### src/logic/thd_pkg.sv
package thd_pkg;

    // ====================
    // data widths
    // ====================

    // index of one FFT bin within a frame.
    typedef logic [10:0] bin_t;

    // squared magnitude of one bin.
    typedef logic [31:0] power_t;

    // distortion ratio in Q14.
    typedef logic [31:0] thd_t;

    // input frequency word, the fundamental bin is fre / FRE_PER_BIN.
    typedef logic [10:0] fre_t;

    // ====================
    // constants
    // ====================

    // harmonics 1 to 5 are tracked, the first is the fundamental.
    localparam int NUM_HARM = 5;

    // the harmonic sum is scaled by 2^28 before the divide, so the root lands in Q14.
    localparam int THD_SHIFT = 28;

    // bins 0 to 2 hold DC leakage and never count as a harmonic.
    localparam bin_t MIN_BIN = 11'd3;

endpackage

### src/logic/harmonic_peak_hold.sv
`timescale 1ns/10ps

module harmonic_peak_hold
    import thd_pkg::*;
#(
    parameter int FRE_PER_BIN = 50
) (
    input  logic   clk,
    input  logic   rst,
    input  fre_t   fre,
    input  logic   bin_valid,
    input  bin_t   bin_index,
    input  power_t bin_power,
    input  logic   bin_last,
    input  logic   busy,
    output power_t peak1,
    output power_t peak2,
    output power_t peak3,
    output power_t peak4,
    output power_t peak5,
    output logic   frame_done
);

    bin_t                k_next;
    bin_t                harm_bin [NUM_HARM];
    logic [NUM_HARM-1:0] in_win;
    power_t              peak [NUM_HARM];
    logic                in_frame;
    logic                skip_frame;
    logic                frame_start;
    logic                frame_skip;
    logic                bin_take;

    assign k_next = bin_t'(fre / FRE_PER_BIN);

    // harmonic bins from shifts and adds of the fundamental.
    always_ff @(posedge clk) begin
        harm_bin[0] <= k_next;
        harm_bin[1] <= k_next << 1;
        harm_bin[2] <= k_next + (k_next << 1);
        harm_bin[3] <= k_next << 2;
        harm_bin[4] <= k_next + (k_next << 2);
    end

    // the window is n*k-1 to n*k for the two lowest harmonics
    // and n*k-2 to n*k+1 for the others.
    // compares run one bit wider so that no bound wraps.
    always_comb begin
        logic [$bits(bin_t):0] span;
        logic [$bits(bin_t):0] idx;
        logic [$bits(bin_t):0] hb;
        for (int n = 0; n < NUM_HARM; n++) begin
            span = (n < 2) ? 12'd1 : 12'd2;
            idx = {1'b0, bin_index};
            hb = {1'b0, harm_bin[n]};
            in_win[n] = (idx + span >= hb) && (idx < hb + span) && (bin_index >= MIN_BIN);
        end
    end

    // ====================
    // frame tracking
    // ====================

    assign frame_start = bin_valid && !in_frame && !skip_frame && !busy;
    assign frame_skip  = bin_valid && !in_frame && !skip_frame && busy;
    assign bin_take    = frame_start || (bin_valid && in_frame);

    always_ff @(posedge clk or negedge rst) begin
        if (!rst) begin
            in_frame   <= 1'b0;
            skip_frame <= 1'b0;
            frame_done <= 1'b0;
        end else begin
            frame_done <= bin_take && bin_last;
            if (frame_start) begin
                in_frame <= !bin_last;
            end else if (bin_take && bin_last) begin
                in_frame <= 1'b0;
            end
            // a frame that opens while busy is dropped up to its last bin.
            if (frame_skip) begin
                skip_frame <= !bin_last;
            end else if (skip_frame && bin_valid && bin_last) begin
                skip_frame <= 1'b0;
            end
        end
    end

    // the first bin of a frame replaces the old peaks.
    always_ff @(posedge clk) begin
        for (int n = 0; n < NUM_HARM; n++) begin
            if (frame_start) begin
                peak[n] <= in_win[n] ? bin_power : '0;
            end else if (bin_take && in_win[n] && (bin_power > peak[n])) begin
                peak[n] <= bin_power;
            end
        end
    end

    assign peak1 = peak[0];
    assign peak2 = peak[1];
    assign peak3 = peak[2];
    assign peak4 = peak[3];
    assign peak5 = peak[4];

endmodule

### src/logic/ratio_divider.sv
`timescale 1ns/10ps

module ratio_divider
    import thd_pkg::*;
(
    input  logic        clk,
    input  logic        rst,
    input  logic        div_req,
    input  logic [63:0] dividend,
    input  power_t      divisor,
    output logic        div_ack,
    output logic [63:0] quotient
);

    localparam logic [1:0] ST_IDLE = 2'd0;
    localparam logic [1:0] ST_RUN  = 2'd1;
    localparam logic [1:0] ST_ACK  = 2'd2;

    logic [1:0]  state;
    logic [5:0]  step;
    logic [31:0] rem;
    logic [63:0] quo;
    logic [32:0] rem_shift;
    logic        take;

    // with a zero divisor every step takes, and the quotient fills with ones.
    assign rem_shift = {rem, quo[63]};
    assign take      = rem_shift >= {1'b0, divisor};
    assign quotient  = quo;

    always_ff @(posedge clk or negedge rst) begin
        if (!rst) begin
            state   <= ST_IDLE;
            step    <= '0;
            div_ack <= 1'b0;
        end else begin
            case (state)
                ST_IDLE: begin
                    if (div_req) begin
                        state <= ST_RUN;
                        step  <= '0;
                    end
                end
                ST_RUN: begin
                    step <= step + 6'd1;
                    if (step == 6'd63) begin
                        state   <= ST_ACK;
                        div_ack <= 1'b1;
                    end
                end
                ST_ACK: begin
                    if (!div_req) begin
                        state   <= ST_IDLE;
                        div_ack <= 1'b0;
                    end
                end
                default: state <= ST_IDLE;
            endcase
        end
    end

    // one quotient bit per cycle, the dividend shifts out as the quotient shifts in.
    always_ff @(posedge clk) begin
        if (state == ST_IDLE && div_req) begin
            rem <= '0;
            quo <= dividend;
        end else if (state == ST_RUN) begin
            rem <= take ? rem_shift[31:0] - divisor : rem_shift[31:0];
            quo <= {quo[62:0], take};
        end
    end

endmodule

### src/logic/isqrt_unit.sv
`timescale 1ns/10ps

module isqrt_unit
    import thd_pkg::*;
(
    input  logic        clk,
    input  logic        rst,
    input  logic        sqrt_req,
    input  logic [63:0] radicand,
    output logic        sqrt_ack,
    output thd_t        root
);

    localparam logic [1:0] ST_IDLE = 2'd0;
    localparam logic [1:0] ST_RUN  = 2'd1;
    localparam logic [1:0] ST_ACK  = 2'd2;

    logic [1:0]  state;
    logic [4:0]  step;
    logic [63:0] rad_sh;
    logic [33:0] rem;
    thd_t        root_r;
    logic [35:0] rem_next;
    logic [35:0] trial;
    logic        take;

    // bring down the next two radicand bits and try the digit 1.
    assign rem_next = {rem, rad_sh[63:62]};
    assign trial    = {2'b00, root_r, 2'b01};
    assign take     = rem_next >= trial;
    assign root     = root_r;

    always_ff @(posedge clk or negedge rst) begin
        if (!rst) begin
            state    <= ST_IDLE;
            step     <= '0;
            sqrt_ack <= 1'b0;
        end else begin
            case (state)
                ST_IDLE: begin
                    if (sqrt_req) begin
                        state <= ST_RUN;
                        step  <= '0;
                    end
                end
                ST_RUN: begin
                    step <= step + 5'd1;
                    if (step == 5'd31) begin
                        state    <= ST_ACK;
                        sqrt_ack <= 1'b1;
                    end
                end
                ST_ACK: begin
                    if (!sqrt_req) begin
                        state    <= ST_IDLE;
                        sqrt_ack <= 1'b0;
                    end
                end
                default: state <= ST_IDLE;
            endcase
        end
    end

    always_ff @(posedge clk) begin
        if (state == ST_IDLE && sqrt_req) begin
            rad_sh <= radicand;
            rem    <= '0;
            root_r <= '0;
        end else if (state == ST_RUN) begin
            rad_sh <= rad_sh << 2;
            rem    <= take ? 34'(rem_next - trial) : rem_next[33:0];
            root_r <= {root_r[30:0], take};
        end
    end

endmodule

### src/logic/thd_controller.sv
`timescale 1ns/10ps

module thd_controller
    import thd_pkg::*;
(
    input  logic        clk,
    input  logic        rst,
    input  power_t      peak1,
    input  power_t      peak2,
    input  power_t      peak3,
    input  power_t      peak4,
    input  power_t      peak5,
    input  logic        frame_done,
    input  logic        div_ack,
    input  logic [63:0] quotient,
    input  logic        sqrt_ack,
    input  thd_t        root,
    input  logic        result_ack,
    output logic        busy,
    output logic        div_req,
    output logic [63:0] dividend,
    output power_t      divisor,
    output logic        sqrt_req,
    output logic [63:0] radicand,
    output logic        result_req,
    output thd_t        thd,
    output power_t      h1,
    output power_t      h2,
    output power_t      h3,
    output power_t      h4,
    output power_t      h5
);

    localparam logic [2:0] ST_IDLE     = 3'd0;
    localparam logic [2:0] ST_DIV      = 3'd1;
    localparam logic [2:0] ST_DIV_REL  = 3'd2;
    localparam logic [2:0] ST_ROOT     = 3'd3;
    localparam logic [2:0] ST_ROOT_REL = 3'd4;
    localparam logic [2:0] ST_REP      = 3'd5;
    localparam logic [2:0] ST_REP_REL  = 3'd6;

    logic [2:0]  state;
    logic [33:0] harm_sum;

    // four 32-bit powers need two extra bits.
    assign harm_sum = 34'(h2) + 34'(h3) + 34'(h4) + 34'(h5);
    assign dividend = 64'(harm_sum) << THD_SHIFT;
    assign divisor  = h1;

    // ====================
    // sequencer
    // ====================

    always_ff @(posedge clk or negedge rst) begin
        if (!rst) begin
            state      <= ST_IDLE;
            busy       <= 1'b0;
            div_req    <= 1'b0;
            sqrt_req   <= 1'b0;
            result_req <= 1'b0;
        end else begin
            case (state)
                ST_IDLE: begin
                    if (frame_done) begin
                        state   <= ST_DIV;
                        busy    <= 1'b1;
                        div_req <= 1'b1;
                    end
                end
                ST_DIV: begin
                    if (div_ack) begin
                        state   <= ST_DIV_REL;
                        div_req <= 1'b0;
                    end
                end
                ST_DIV_REL: begin
                    if (!div_ack) begin
                        state    <= ST_ROOT;
                        sqrt_req <= 1'b1;
                    end
                end
                ST_ROOT: begin
                    if (sqrt_ack) begin
                        state    <= ST_ROOT_REL;
                        sqrt_req <= 1'b0;
                    end
                end
                ST_ROOT_REL: begin
                    if (!sqrt_ack) begin
                        state      <= ST_REP;
                        result_req <= 1'b1;
                    end
                end
                ST_REP: begin
                    if (result_ack) begin
                        state      <= ST_REP_REL;
                        result_req <= 1'b0;
                    end
                end
                ST_REP_REL: begin
                    // new frames are accepted again once the ack is gone.
                    if (!result_ack) begin
                        state <= ST_IDLE;
                        busy  <= 1'b0;
                    end
                end
                default: state <= ST_IDLE;
            endcase
        end
    end

    // results are taken while the responder holds ack high.
    always_ff @(posedge clk) begin
        if (state == ST_IDLE && frame_done) begin
            h1 <= peak1;
            h2 <= peak2;
            h3 <= peak3;
            h4 <= peak4;
            h5 <= peak5;
        end
        if (state == ST_DIV && div_ack) begin
            radicand <= quotient;
        end
        if (state == ST_ROOT && sqrt_ack) begin
            thd <= root;
        end
    end

endmodule

### src/logic/thd_analyzer.sv
`timescale 1ns/10ps

module thd_analyzer
    import thd_pkg::*;
#(
    parameter int FRE_PER_BIN = 50
) (
    input  logic   clk,
    input  logic   rst,
    input  fre_t   fre,
    input  logic   bin_valid,
    input  bin_t   bin_index,
    input  power_t bin_power,
    input  logic   bin_last,
    output logic   result_req,
    input  logic   result_ack,
    output thd_t   thd,
    output power_t h1,
    output power_t h2,
    output power_t h3,
    output power_t h4,
    output power_t h5
);

    power_t      peak1;
    power_t      peak2;
    power_t      peak3;
    power_t      peak4;
    power_t      peak5;
    logic        frame_done;
    logic        busy;
    logic        div_req;
    logic        div_ack;
    logic [63:0] dividend;
    power_t      divisor;
    logic [63:0] quotient;
    logic        sqrt_req;
    logic        sqrt_ack;
    logic [63:0] radicand;
    thd_t        root;

    harmonic_peak_hold #(
        .FRE_PER_BIN (FRE_PER_BIN)
    ) u_peak_hold (
        .clk        (clk),
        .rst        (rst),
        .fre        (fre),
        .bin_valid  (bin_valid),
        .bin_index  (bin_index),
        .bin_power  (bin_power),
        .bin_last   (bin_last),
        .busy       (busy),
        .peak1      (peak1),
        .peak2      (peak2),
        .peak3      (peak3),
        .peak4      (peak4),
        .peak5      (peak5),
        .frame_done (frame_done)
    );

    ratio_divider u_divider (
        .clk      (clk),
        .rst      (rst),
        .div_req  (div_req),
        .dividend (dividend),
        .divisor  (divisor),
        .div_ack  (div_ack),
        .quotient (quotient)
    );

    isqrt_unit u_sqrt (
        .clk      (clk),
        .rst      (rst),
        .sqrt_req (sqrt_req),
        .radicand (radicand),
        .sqrt_ack (sqrt_ack),
        .root     (root)
    );

    thd_controller u_ctrl (
        .clk        (clk),
        .rst        (rst),
        .peak1      (peak1),
        .peak2      (peak2),
        .peak3      (peak3),
        .peak4      (peak4),
        .peak5      (peak5),
        .frame_done (frame_done),
        .div_ack    (div_ack),
        .quotient   (quotient),
        .sqrt_ack   (sqrt_ack),
        .root       (root),
        .result_ack (result_ack),
        .busy       (busy),
        .div_req    (div_req),
        .dividend   (dividend),
        .divisor    (divisor),
        .sqrt_req   (sqrt_req),
        .radicand   (radicand),
        .result_req (result_req),
        .thd        (thd),
        .h1         (h1),
        .h2         (h2),
        .h3         (h3),
        .h4         (h4),
        .h5         (h5)
    );

endmodule

### config.mk
export PLATFORM = sky130hd
export DESIGN_NAME = thd_analyzer
export DESIGN_NICKNAME = d
export VERILOG_FILES = /design/src/logic/thd_pkg.sv /design/src/logic/harmonic_peak_hold.sv /design/src/logic/ratio_divider.sv /design/src/logic/isqrt_unit.sv /design/src/logic/thd_controller.sv /design/src/logic/thd_analyzer.sv
export SDC_FILE = /design/constraint.sdc
export NUM_CORES = 1
export LEC_CHECK = 0
export CORE_MARGIN = 2
export CORE_UTILIZATION = 35
export CTS_CLUSTER_SIZE = 28
export DETAILED_ROUTE_END_ITERATION = 7
export DONT_BUFFER_PORTS = 1
export SLEW_MARGIN = 20
export SYNTH_ARGS = -nofsm -noshare
export SYNTH_HDL_FRONTEND = slang
export SYNTH_SLANG_ARGS = --single-unit
### constraint.sdc
create_clock -name clk -period 21.3 [get_ports clk]
set_clock_uncertainty 0.15 [all_clocks]
set_input_delay 2.13 -clock clk [delete_from_list [all_inputs] [get_ports clk]]
set_output_delay 2.13 -clock clk [all_outputs]
set_load 0.01 [all_outputs]
# After elaboration in Yosys (flattened, before gate mapping)
# Memories as Yosys holds them, arrays and structs flattened.
# Index checks and enable logic that the tools add are counted.
# word_totals
mem_count	2
in_bits	59
latch_bits	0
output_inout_bits	193
elab_cells	232
register_bits	509
romBits	0
ramBits	215
# memory_table
name	depth	width	rd	rd_ports_with_merged_regs	write_ports	line	rtl
u_peak_hold.peak	5	32	5	0	5	harmonic_peak_hold.sv:27	power_t peak [NUM_HARM];
u_peak_hold.harm_bin	5	11	5	0	5	harmonic_peak_hold.sv:25	bin_t harm_bin [NUM_HARM];
# classes
mul	0
reduce_logical	64
muxes	74
order_cmp	18
n_div	1
n_bitwise	5
add_sub_neg	16
shifts	0
eq_ne	25
# op_table
operator	n
$mux W32	11
$gt A32 B32 Y1	5
$mux W64	2
$mux W62	2
$add A34 B32 Y34	2
$ge A12 B11 Y1	5
$lt A11 B12 Y1	5
$add A11 B2 Y12 const B	4
$add A11 B1 Y12 const B	3
$ge A36 B34 Y1	1
$mux W34	1
$sub A34 B34 Y34	1
$add A32 B32 Y33	1
$ge A33 B32 Y1	1
$logic_and A1 B1 Y1	33
$div A11 B6 Y32 const B	1
$mux W1	32
$sub A32 B32 Y32	1
$reduce_and A3 Y1	8
$reduce_bool A2 Y1	12
$add A11 B11 Y11	2
$mux W3	7
$pmux W3 S7	1
$ne A2 B2 Y1 const B	9
other kinds (25)	53

# Logic depth before layout (Yosys ltp)
# Gate-level depths: netlist of run 1.
# logic_depth
depth_word	11
depth_mapped	27
depth_no_buf	27

# By module
# A second synthesis of run 1 with hierarchy kept.
# unflattened
cells_unflattened	3619
hier_area_um2	39616.7
# by_module_without_submodules
mod	cells_each	instances	area_per_inst_um2	seq_area_each_um2
harmonic_peak_hold	1370	1	13915.8	5280.1
thd_controller	825	1	12156.7	7862.5
isqrt_unit	660	1	7059.3	3443.3
ratio_divider	764	1	6485.0	2787.7

# Worst setup path before layout of run 1
# No wires, ideal clock.
# synth_timing
path_kind	register to register
from	reg u_ctrl.state[2]
to	reg u_ctrl.h1[0], in the netlist u_ctrl.divisor[0] (read register of u_peak_hold.peak), enable pin
t_required_ps	20077
t_arrival_ps	15752
n_path_buf	1
stages_incl_launch_ff	3
setup_time_ps	1073
period_less_slack_ps	16975
slack_ps	4325
path_cell_list	dfrtp_1 -> clkbuf_1 -> nor4_1
# synth_via
elab_chain_len	2
# synth_rtl
element	line	rtl
start, declared	thd_controller.sv:42	logic [2:0] state;
start signal, assigned	thd_controller.sv:56	state <= ST_IDLE;
start signal, assigned	thd_controller.sv:65	state <= ST_DIV;
start signal, assigned	thd_controller.sv:72	state <= ST_DIV_REL;
$logic_not A3 Y1	thd_controller.sv:114	if (state == ST_IDLE && frame_done) begin
$logic_and A1 B1 Y1	thd_controller.sv:114	
end, declared	thd_controller.sv:27	output power_t h1,
# Every way passes these cells.
# A chain may end at the register's enable or synchronous reset.

==> results of run 1 <==
==> where the power goes <==
part / switching, W / internal (W)
sequential: 0.0000176 / 0.00144
clock: 0.000573 / 0.000830
combinational: 0.000147 / 0.000131
total: 0.000738 / 0.00240
==> per-layer routing <==
metal / vias to the layer above / part of all wire
met5: - / 0.00034
met1: 12600 / 0.40
met3: 144 / 0.079
met2: 490 / 0.48
met4: 4 / 0.034
li1: 13100 / -
==> metrics by stage <==
step / instances / area (µm²) / total power [W] / util
after global placement: 5098 / 40500 / 0.00176 / 0.367
after global routing: 5246 / 43200 / 0.00327 / 0.392
after detailed placement: 5098 / 40500 / 0.00177 / 0.367
after CTS: 5246 / 43200 / 0.00318 / 0.392
final: 5246 / 43200 / 0.00314 / 0.392
after floorplan: 3695 / 38700 / 0.00171 / -
==> area by class of cell <==
| type | count | area, µm² | share of cell area |
|---|---|---|---|
| tap | 1488 | 1860 | 0.0431 |
| sequential | 689 | 19100 | 0.442 |
| multi-input combinational | 2465 | 17800 | 0.411 |
| timing repair buffer | 23 | 173 | 0.00400 |
| inverter | 433 | 1630 | 0.0376 |
| clock inverter | 37 | 315 | 0.00730 |
| clock buffer | 111 | 2370 | 0.0549 |
==> final timing paths <==
kind,startpoint,endpoint,slack [ps],cells after the start
setup / recovery,fre[6],u_peak_hold.harm_bin[0][27]$_DFF_P_,13640,21
hold / removal,u_divider.quotient[50]$_DFFE_PP_,u_ctrl.radicand[50]$_DFFE_PP_,290,0
setup reg to reg,u_ctrl.h2[1]$_DFFE_PP_,u_divider.quotient[60]$_DFFE_PP_,14470,25
hold reg to reg,u_divider.quotient[50]$_DFFE_PP_,u_ctrl.radicand[50]$_DFFE_PP_,290,0
max in group asynchronous,rst,u_divider.step[0]$_DFFE_PN0P_,19840,0
min in group asynchronous,rst,u_sqrt.step[1]$_DFFE_PN0P_,1050,0
==> cells by family after synthesis <==
family | after synthesis | share of synthesized area
simple gates | 1007 | 0.130
flops | 689 | 0.492
buf+inv | 541 | 0.0531
xor+xnor | 151 | 0.0341
fa+ha+maj | 422 | 0.143
mux | 11 | 0.00297
compound gates | 874 | 0.144
==> sequential cells by signal, summed over array words and instances (netlist names), 5 cells and up <==
| name | flops |
|---|---|
| u_peak_hold.peak | 160 |
| u_ctrl.radicand | 64 |
| u_divider.quotient | 64 |
| u_sqrt.rad_sh | 64 |
| u_sqrt.rem | 34 |
| u_ctrl.divisor | 32 |
| u_ctrl.h2 | 32 |
| u_ctrl.h3 | 32 |
| u_ctrl.h4 | 32 |
| u_ctrl.h5 | 32 |
| u_ctrl.thd | 32 |
| u_divider.rem | 32 |
| u_sqrt.root | 32 |
| u_peak_hold.harm_bin | 20 |
| u_divider.step | 6 |
| u_sqrt.step | 5 |
==> cells in the mapped netlist (all sizes together), types with 20 or more instances <==
cell | n | share of area
edfxtp | 514 | 0.40
inv | 433 | 0.042
ha | 380 | 0.12
nand2 | 336 | 0.033
o21ai | 265 | 0.034
a21oi | 243 | 0.031
and2 | 172 | 0.028
dfxtp | 148 | 0.076
nor2 | 143 | 0.014
a21o | 115 | 0.022
clkbuf | 92 | 0.0089
xnor2 | 91 | 0.021
nand3 | 78 | 0.010
nand4 | 60 | 0.0097
xor2 | 60 | 0.014
nand2b | 55 | 0.0089
nor2b | 54 | 0.0087
nor3 | 43 | 0.0059
fa | 38 | 0.020
a22o | 37 | 0.0084
o21a | 33 | 0.0064
dfrtp | 27 | 0.017
o21bai | 22 | 0.0043
a211oi | 20 | 0.0045
==> reports/qor.yml, run 1 <==
cts_inserted_buffers: 81
die_height_um: 337
drt_iter0_markers: 1209
layout.nets: 4170
worst_pin_slew_ps: 1060
met3_usage: 0.0595
cts-root-buf: "clkbuf_16"
initial_core_util: 0.352
ys_types: 97
drive_gt1_frac: 0.0564
max_slew_margin: 0.288
grt_antenna_before_repair: 6
synth_seq_cells: 689
max_freq_ghz: 0.131
worstPathMaxFanout: 18
cpLargestDelayFamily: "compound AO/OA/AOI/OAI gates"
drt_first_pass_iters: 5
cp.arrival_ps: 8080
synthFlopType: "edfxtp_1"
rows: 122
grt_max_degree: 94
dieWidth_um: 337
viasPerCell: 5.02
fin_crit_ps: 7660
synth-async-reset-ratio: 0.0392
critPathBufInv: 1
drc: 0
criticalPathCategory: "in -> reg"
cts_sinks: 689
post_cts.repair.setup_buffers: 0
period_share: 0.360
post-place-ws_ps: 13020
cts_buffer_depth: 3
h-tree-depth: 3
critPathRequiredTime_ps: 21720
path_clk_slew_ps: 60
num_io_pins: 252
yosys_warnings: 0
hold_path_class: "reg -> reg"
powerDensity_mw_per_mm2: 72.8
cts_hold_buffers: 0
cpMaxStageDelayCell: "a2111o_1"
start_kind: "input port"
ant_nets: 0
rsz0062_at_grt: "no"
synth_area_mm2: 0.0387
gr-max-usage-layer: "met2"
gp_congestion: 0.898
antenna_cells: 0
core_area_mm2: 0.110
grt_pass1_vias: 26100
hpwl_um: 72900
synth_nets: 4172
nFillCells: 10900
cts_tree: "done"
place.port_buffers: 0
drt-total-wl_um: 98100
wire_per_inst_um: 18.7
vias: 26300
seq_area_frac_synth: 0.492
final_common_cell: "edfxtp_1"
setup_viol: 0
overflow: 0
synth_cells: 3695
area_delta_synth_final_pct: 11.4
grt_pass1_wl_um: 151000
grt_use_met2: 0.298
crit_chain: "o31ai_1 > inv_1 > ha_1 > o21ai_2 > nand2_2 > a31oi_2 > a211oi_2 > nor3_2 > mux2i_1 > o211ai_2 > a21o_1 > maj3_2 > mux2_4 > o221ai_2 > nor3b_1 > a2111o_1 > ha_1 > fa_1 > a21o_1 > a21oi_1 > xnor2_1"
ir_worst_vdd_mv: 0.0813
whs_ps: 291
setup_ws_ps: 13640
avgSynthCellArea_um2: 10.5
use_met1: 0.196
final_cell_mix: "edfxtp_1 (514), inv_1 (432), ha_1 (380), nand2_1 (335), o21ai_0 (261)"
insertion_delay_ps: 640
slowest_delay_ps: 460
endpoint_kind: "register"
drv_slew: 0
grt_usage: 0.172
die-area_mm2: 0.113
tns_ps: 0
synth_edf_count: 514
hold_viol: 0
status: "complete, no violations"
cts_resized: 0
maxCapViolations: 0
leakage_nw: 17.9
No activity file was read; power rests on OpenSTA's default activity.
==> run 2, diff against run 1 <==
Clock period 21.3 ns to 7.65 ns, I/O delays scaled along.
==> run 2 against run 1 <==
  * Cell area rose by 0.19%
  * Core utilization up 0.076 points
  * Global-route usage fell by 0.096 points
  * Total power grew to 2.8 times the previous value
  * Combinational power rose to 2.8 times the previous value
  * Hold slack worse by 230 ps
  * First-iteration DRC count increased by 5.9%
  * Worst setup slack worse by 13000 ps
  * Clock-buffer cell count shrank 11
  * Routed wire length fell by 0.56%
  * Critical path depth increased by 4
  * Flip-flop and latch count stayed put
  * Critical endpoint is now u_divider.quotient[59]$_DFFE_PP_
==> reports/qor.yml, run 2 (synthesis results as in run 1) <==
status: "complete, no violations"
drv_slew: 0
multi_input_area_mm2: 0.0178
start_kind: "register"
rows: 122
maxCapViolations: 0
insertion_delay_ps: 650
post_cts.repair.setup_buffers: 0
worstPathMaxFanout: 5
slowest_delay_ps: 440
drc: 0
hold_viol: 0
hold_path_class: "in -> reg"
die-area_mm2: 0.113
critPathRequiredTime_ps: 7860
num_io_pins: 252
max_freq_ghz: 0.148
place.port_buffers: 0
powerDensity_mw_per_mm2: 202
cts_inserted_buffers: 80
setup_viol: 0
final_cell_mix: "edfxtp_1 (514), inv_1 (432), ha_1 (380), nand2_1 (335), o21ai_0 (261)"
fin_crit_ps: 6750
wire_per_inst_um: 18.6
leakage_nw: 17.9
ant_nets: 0
h-tree-depth: 3
ir_worst_vdd_mv: 0.180
drive_gt1_frac: 0.0577
cts_buffer_depth: 3
cp.arrival_ps: 6960
path_clk_slew_ps: 60
overflow: 0
gp_congestion: 0.900
largest_register: "u_peak_hold.peak"
cts_resized: 0
grt_pass1_vias: 25900
worst_pin_slew_ps: 1040
die_height_um: 337
largest_reg_flops: 160
drt-total-wl_um: 97500
period_share: 0.882
drt_iter0_markers: 1280
layout.nets: 4173
ff_latch_area_mm2: 0.0191
criticalPathCategory: "reg -> reg"
cts-root-buf: "clkbuf_16"
final_common_cell: "edfxtp_1"
rsz0062_at_grt: "no"
endpoint_kind: "register"
grt_antenna_before_repair: 2
core_area_mm2: 0.110
vias: 26000
initial_core_util: 0.352
viasPerCell: 4.96
max_slew_margin: 0.310
drt_first_pass_iters: 5
grt_usage: 0.171
area_delta_synth_final_pct: 11.6
cpMaxStageDelayCell: "edfxtp_1"
dieWidth_um: 337
tns_ps: 0
nFillCells: 10800
grt_max_degree: 161
power_w: 0.00876
cts_hold_buffers: 2
cts_sinks: 689
grt_pass1_wl_um: 150000
hpwl_um: 72600
cts_tree: "done"
## run 2: changes by cell type in the layout (fill, tap and decap cells not counted), moves of 2 or more
cell / before / now
clkbuf_16: 89 / 84
clkinvlp_4: 2 / 6
bufinv_16: 4 / 7
clkbuf_4: 3 / 0
clkinv_2: 15 / 12
inv_6: 3 / 6
buf_12: 0 / 2
clkbuf_1: 14 / 12
diode_2: 0 / 2
nor4_2: 3 / 1
## run 2: area by class of cell
| type | count | area share |
|---|---|---|
| antenna | 2 | 0.000116 |
| clock buffer | 100 | 0.0509 |
| clock inverter | 49 | 0.0116 |
| inverter | 433 | 0.0376 |
| multi-input combinational | 2465 | 0.410 |
| sequential | 689 | 0.441 |
| tap | 1488 | 0.0430 |
| timing repair buffer | 27 | 0.00532 |
## run 2: worst paths after layout
| kind | from | endpoint | slack, ps | depth (start not counted) |
|---|---|---|---|---|
| setup / recovery | u_ctrl.h2[0]$_DFFE_PP_ | u_divider.quotient[59]$_DFFE_PP_ | 900 | 25 |
| hold / removal | bin_valid | u_peak_hold.skip_frame$_DFFE_PN0P_ | 60 | 1 |
| setup reg to reg | u_ctrl.h2[0]$_DFFE_PP_ | u_divider.quotient[59]$_DFFE_PP_ | 900 | 25 |
| hold reg to reg | u_peak_hold.peak[3][15]$_DFFE_PP_ | u_ctrl.h4[15]$_DFFE_PP_ | 270 | 0 |
| max in group asynchronous | rst | u_divider.step[2]$_DFFE_PN0P_ | 6720 | 2 |
| min in group asynchronous | rst | u_sqrt.step[0]$_DFFE_PN0P_ | 450 | 2 |
## run 2: per-stage QoR
step	std cells	setup slack (ps)	util	instance area [µm²]	hold WS, ps
after detailed placement	5100	826	0.368	40500	282
after CTS	5251	872	0.392	43200	14.8
after global routing	5252	516	0.392	43300	34.4
final	5253	902	0.392	43300	58.9
after floorplan	3695	1310	-	38800	258
after global placement	5100	868	0.368	40500	280
## run 2: worst max-delay path, delay by kind of cell, from the launching register on
family	cells	cell delay, ps
AO/OA/AOI/OAI	14	3150
XOR/XNOR	2	390
adder cells (fa/ha/maj)	4	1390
buffers and inverters	2	220
flip-flops	1	440
AND/OR/NAND/NOR	3	710
## run 2: metal layers
| layer | wire length [µm] | global-route usage | vias up |
|---|---|---|---|
| met5 | 128 | 0.00681 | - |
| met4 | 3080 | 0.0597 | 4 |
| met3 | 8210 | 0.0638 | 135 |
| met2 | 47800 | 0.299 | 518 |
| met1 | 38400 | 0.191 | 12300 |
| li1 | - | - | 13100 |
## run 2: power breakdown
part	switching (W)	internal [W]
sequential	0.0000504	0.00402
combinational	0.000413	0.000367
clock	0.00161	0.00230
==> run 3, diff against run 2 <==
Clock period 7.65 ns to 7.8 ns, I/O delays scaled along.
==> run 3 against run 2 <==
  * First-iteration DRC count rose by 11%
  * Sequential power fell by 2%
  * Maximum frequency fell by 0.17%
==> reports/qor.yml, run 3 (synthesis results as in run 1) <==
status: "complete, no violations"
place_area_mm2: 0.0405
rr_startpoint: "u_ctrl.h2[0]$_DFFE_PP_"
max_freq_ghz: 0.148
max_slew_margin: 0.292
final_cell_count_no_fill: 5248
fin_crit_ps: 6760
die_height_um: 337
hold_viol: 0
power_w: 0.00870
worstHoldStart: "bin_valid"
hpwl_um: 72900
endpoint_kind: "register"
largest_reg_flops: 160
insertion_delay_ps: 650
wire_per_inst_um: 18.7
hold_end: "u_peak_hold.in_frame$_DFFE_PN0P_"
grt_pass1_wl_um: 151000
cts_sinks: 689
place.port_buffers: 0
largest_register: "u_peak_hold.peak"
drc: 0
die-area_mm2: 0.113
post_cts.repair.setup_buffers: 0
grt_usage: 0.173
cts-root-buf: "clkbuf_16"
drt_iter0_markers: 1426
initial_core_util: 0.352
overflow: 0
area_delta_synth_final_pct: 11.9
leakage_nw: 17.9
drive_gt1_frac: 0.0577
gr-max-usage-layer: "met2"
hold_depth: 1
path_clk_slew_ps: 60
rows: 122
met3_usage: 0.0615
drt_first_pass_iters: 5
ant_nets: 0
cts_inserted_buffers: 79
drt-total-wl_um: 98200
grt_antenna_before_repair: 2
worstPathMaxFanout: 5
final_cell_mix: "edfxtp_1 (514), inv_1 (432), ha_1 (380), nand2_1 (335), o21ai_0 (261)"
antenna_cells: 0
layout.nets: 4171
grt_max_degree: 161
place_inst: 5099
criticalPathCategory: "reg -> reg"
num_io_pins: 252
core_area_mm2: 0.110
whs_ps: 77.7
stdcell_area_mm2: 0.0433
use_met1: 0.194
dieWidth_um: 337
cts_hold_buffers: 2
r2r_slack_ps: 1040
start_kind: "register"
vias: 26100
cts_tree: "done"
ir_worst_vdd_mv: 0.203
cts_buffer_depth: 3
h-tree-depth: 3
grt_use_met2: 0.298
r2r_end: "u_divider.quotient[60]$_DFFE_PP_"
worst_pin_slew_ps: 1060
drv_slew: 0
cts_resized: 0
viasPerCell: 4.98
gp_congestion: 0.904
rr_worst_depth: 27
setup_viol: 0
grt_pass1_vias: 26100
period_share: 0.867
cp.arrival_ps: 6990
maxCapViolations: 0
final_common_cell: "edfxtp_1"
hold_path_class: "in -> reg"
tns_ps: 0
rsz0062_at_grt: "no"
critPathRequiredTime_ps: 8030
powerDensity_mw_per_mm2: 201
==> run 3: cell types whose count changed in the layout (fill, tap and decap cells not counted), moves of 2 or more <==
cell,before,now
inv_6,6,3
clkinv_1,9,5
clkbuf_16,84,88
inv_4,2,0
diode_2,2,0
==> run 3: how the worst max path moves through the flow <==
stage	from	endpoint	slack [ps]	cells after the start
2_1_floorplan	u_ctrl.state[2]$_DFFE_PN0P_	u_ctrl.divisor[0]$_DFFE_PP_	1460	2
3_3_place_gp	fre[6]	u_peak_hold.harm_bin[0][27]$_DFF_P_	990	21
3_5_place_dp	fre[6]	u_peak_hold.harm_bin[0][27]$_DFF_P_	920	21
4_1_cts	u_ctrl.h2[0]$_DFFE_PP_	u_divider.quotient[60]$_DFFE_PP_	1120	27
5_1_grt	u_ctrl.h2[0]$_DFFE_PP_	u_divider.quotient[60]$_DFFE_PP_	680	27
6_report	u_ctrl.h2[0]$_DFFE_PP_	u_divider.quotient[60]$_DFFE_PP_	1040	27
==> run 3: metal layers <==
layer  share of wire  wire length [µm]
met1            0.40             39200
met2            0.49             47600
met3           0.076              7510
met4           0.039              3820
met5               0                 0
==> run 3: worst max-delay path: stages (launching register included) <==
cell	delay [ps]
edfxtp_1	440
ha_1	260
fa_1	400
a21o_1	180
a21oi_1	260
o21ai_0	140
a21oi_1	350
o31ai_1	150
o31a_1	370
nand4_1	200
nand2_1	60
o21ai_0	150
nand2b_1	100
xnor2_1	140
fa_1	490
inv_1	50
ha_1	340
nor2b_1	190
a21oi_1	150
nand3_1	90
a21oi_1	410
a21oi_1	240
nand4_1	170
a31oi_1	130
or4_1	430
a31oi_1	210
xor2_1	170
o21ai_0	90
==> run 3: final cells by class <==
cell class                      instances  area (µm²)
Timing Repair Buffer                   26         223
Fill cell                           10700       66900
Inverter                              433        1630
Clock inverter                         42         488
Sequential cell                       689       19100
Multi-Input combinational cell       2465       17800
Clock buffer                          105        2310
Tap cell                             1488        1860
==> run 3: through the flow <==
step	setup WS, ps	utilization
detailed placement	919	0.368
finish	1040	0.393
floorplan	1460	-
CTS	1120	0.393
global route	680	0.393
global placement	988	0.368
==> run 3: where the power goes <==
part           total [W]  internal [W]  leakage, nW  switching (W)
Combinational   0.000766      0.000361         10.6       0.000405
Clock            0.00394       0.00234         1.36        0.00160
Sequential       0.00399       0.00394         5.96      0.0000479
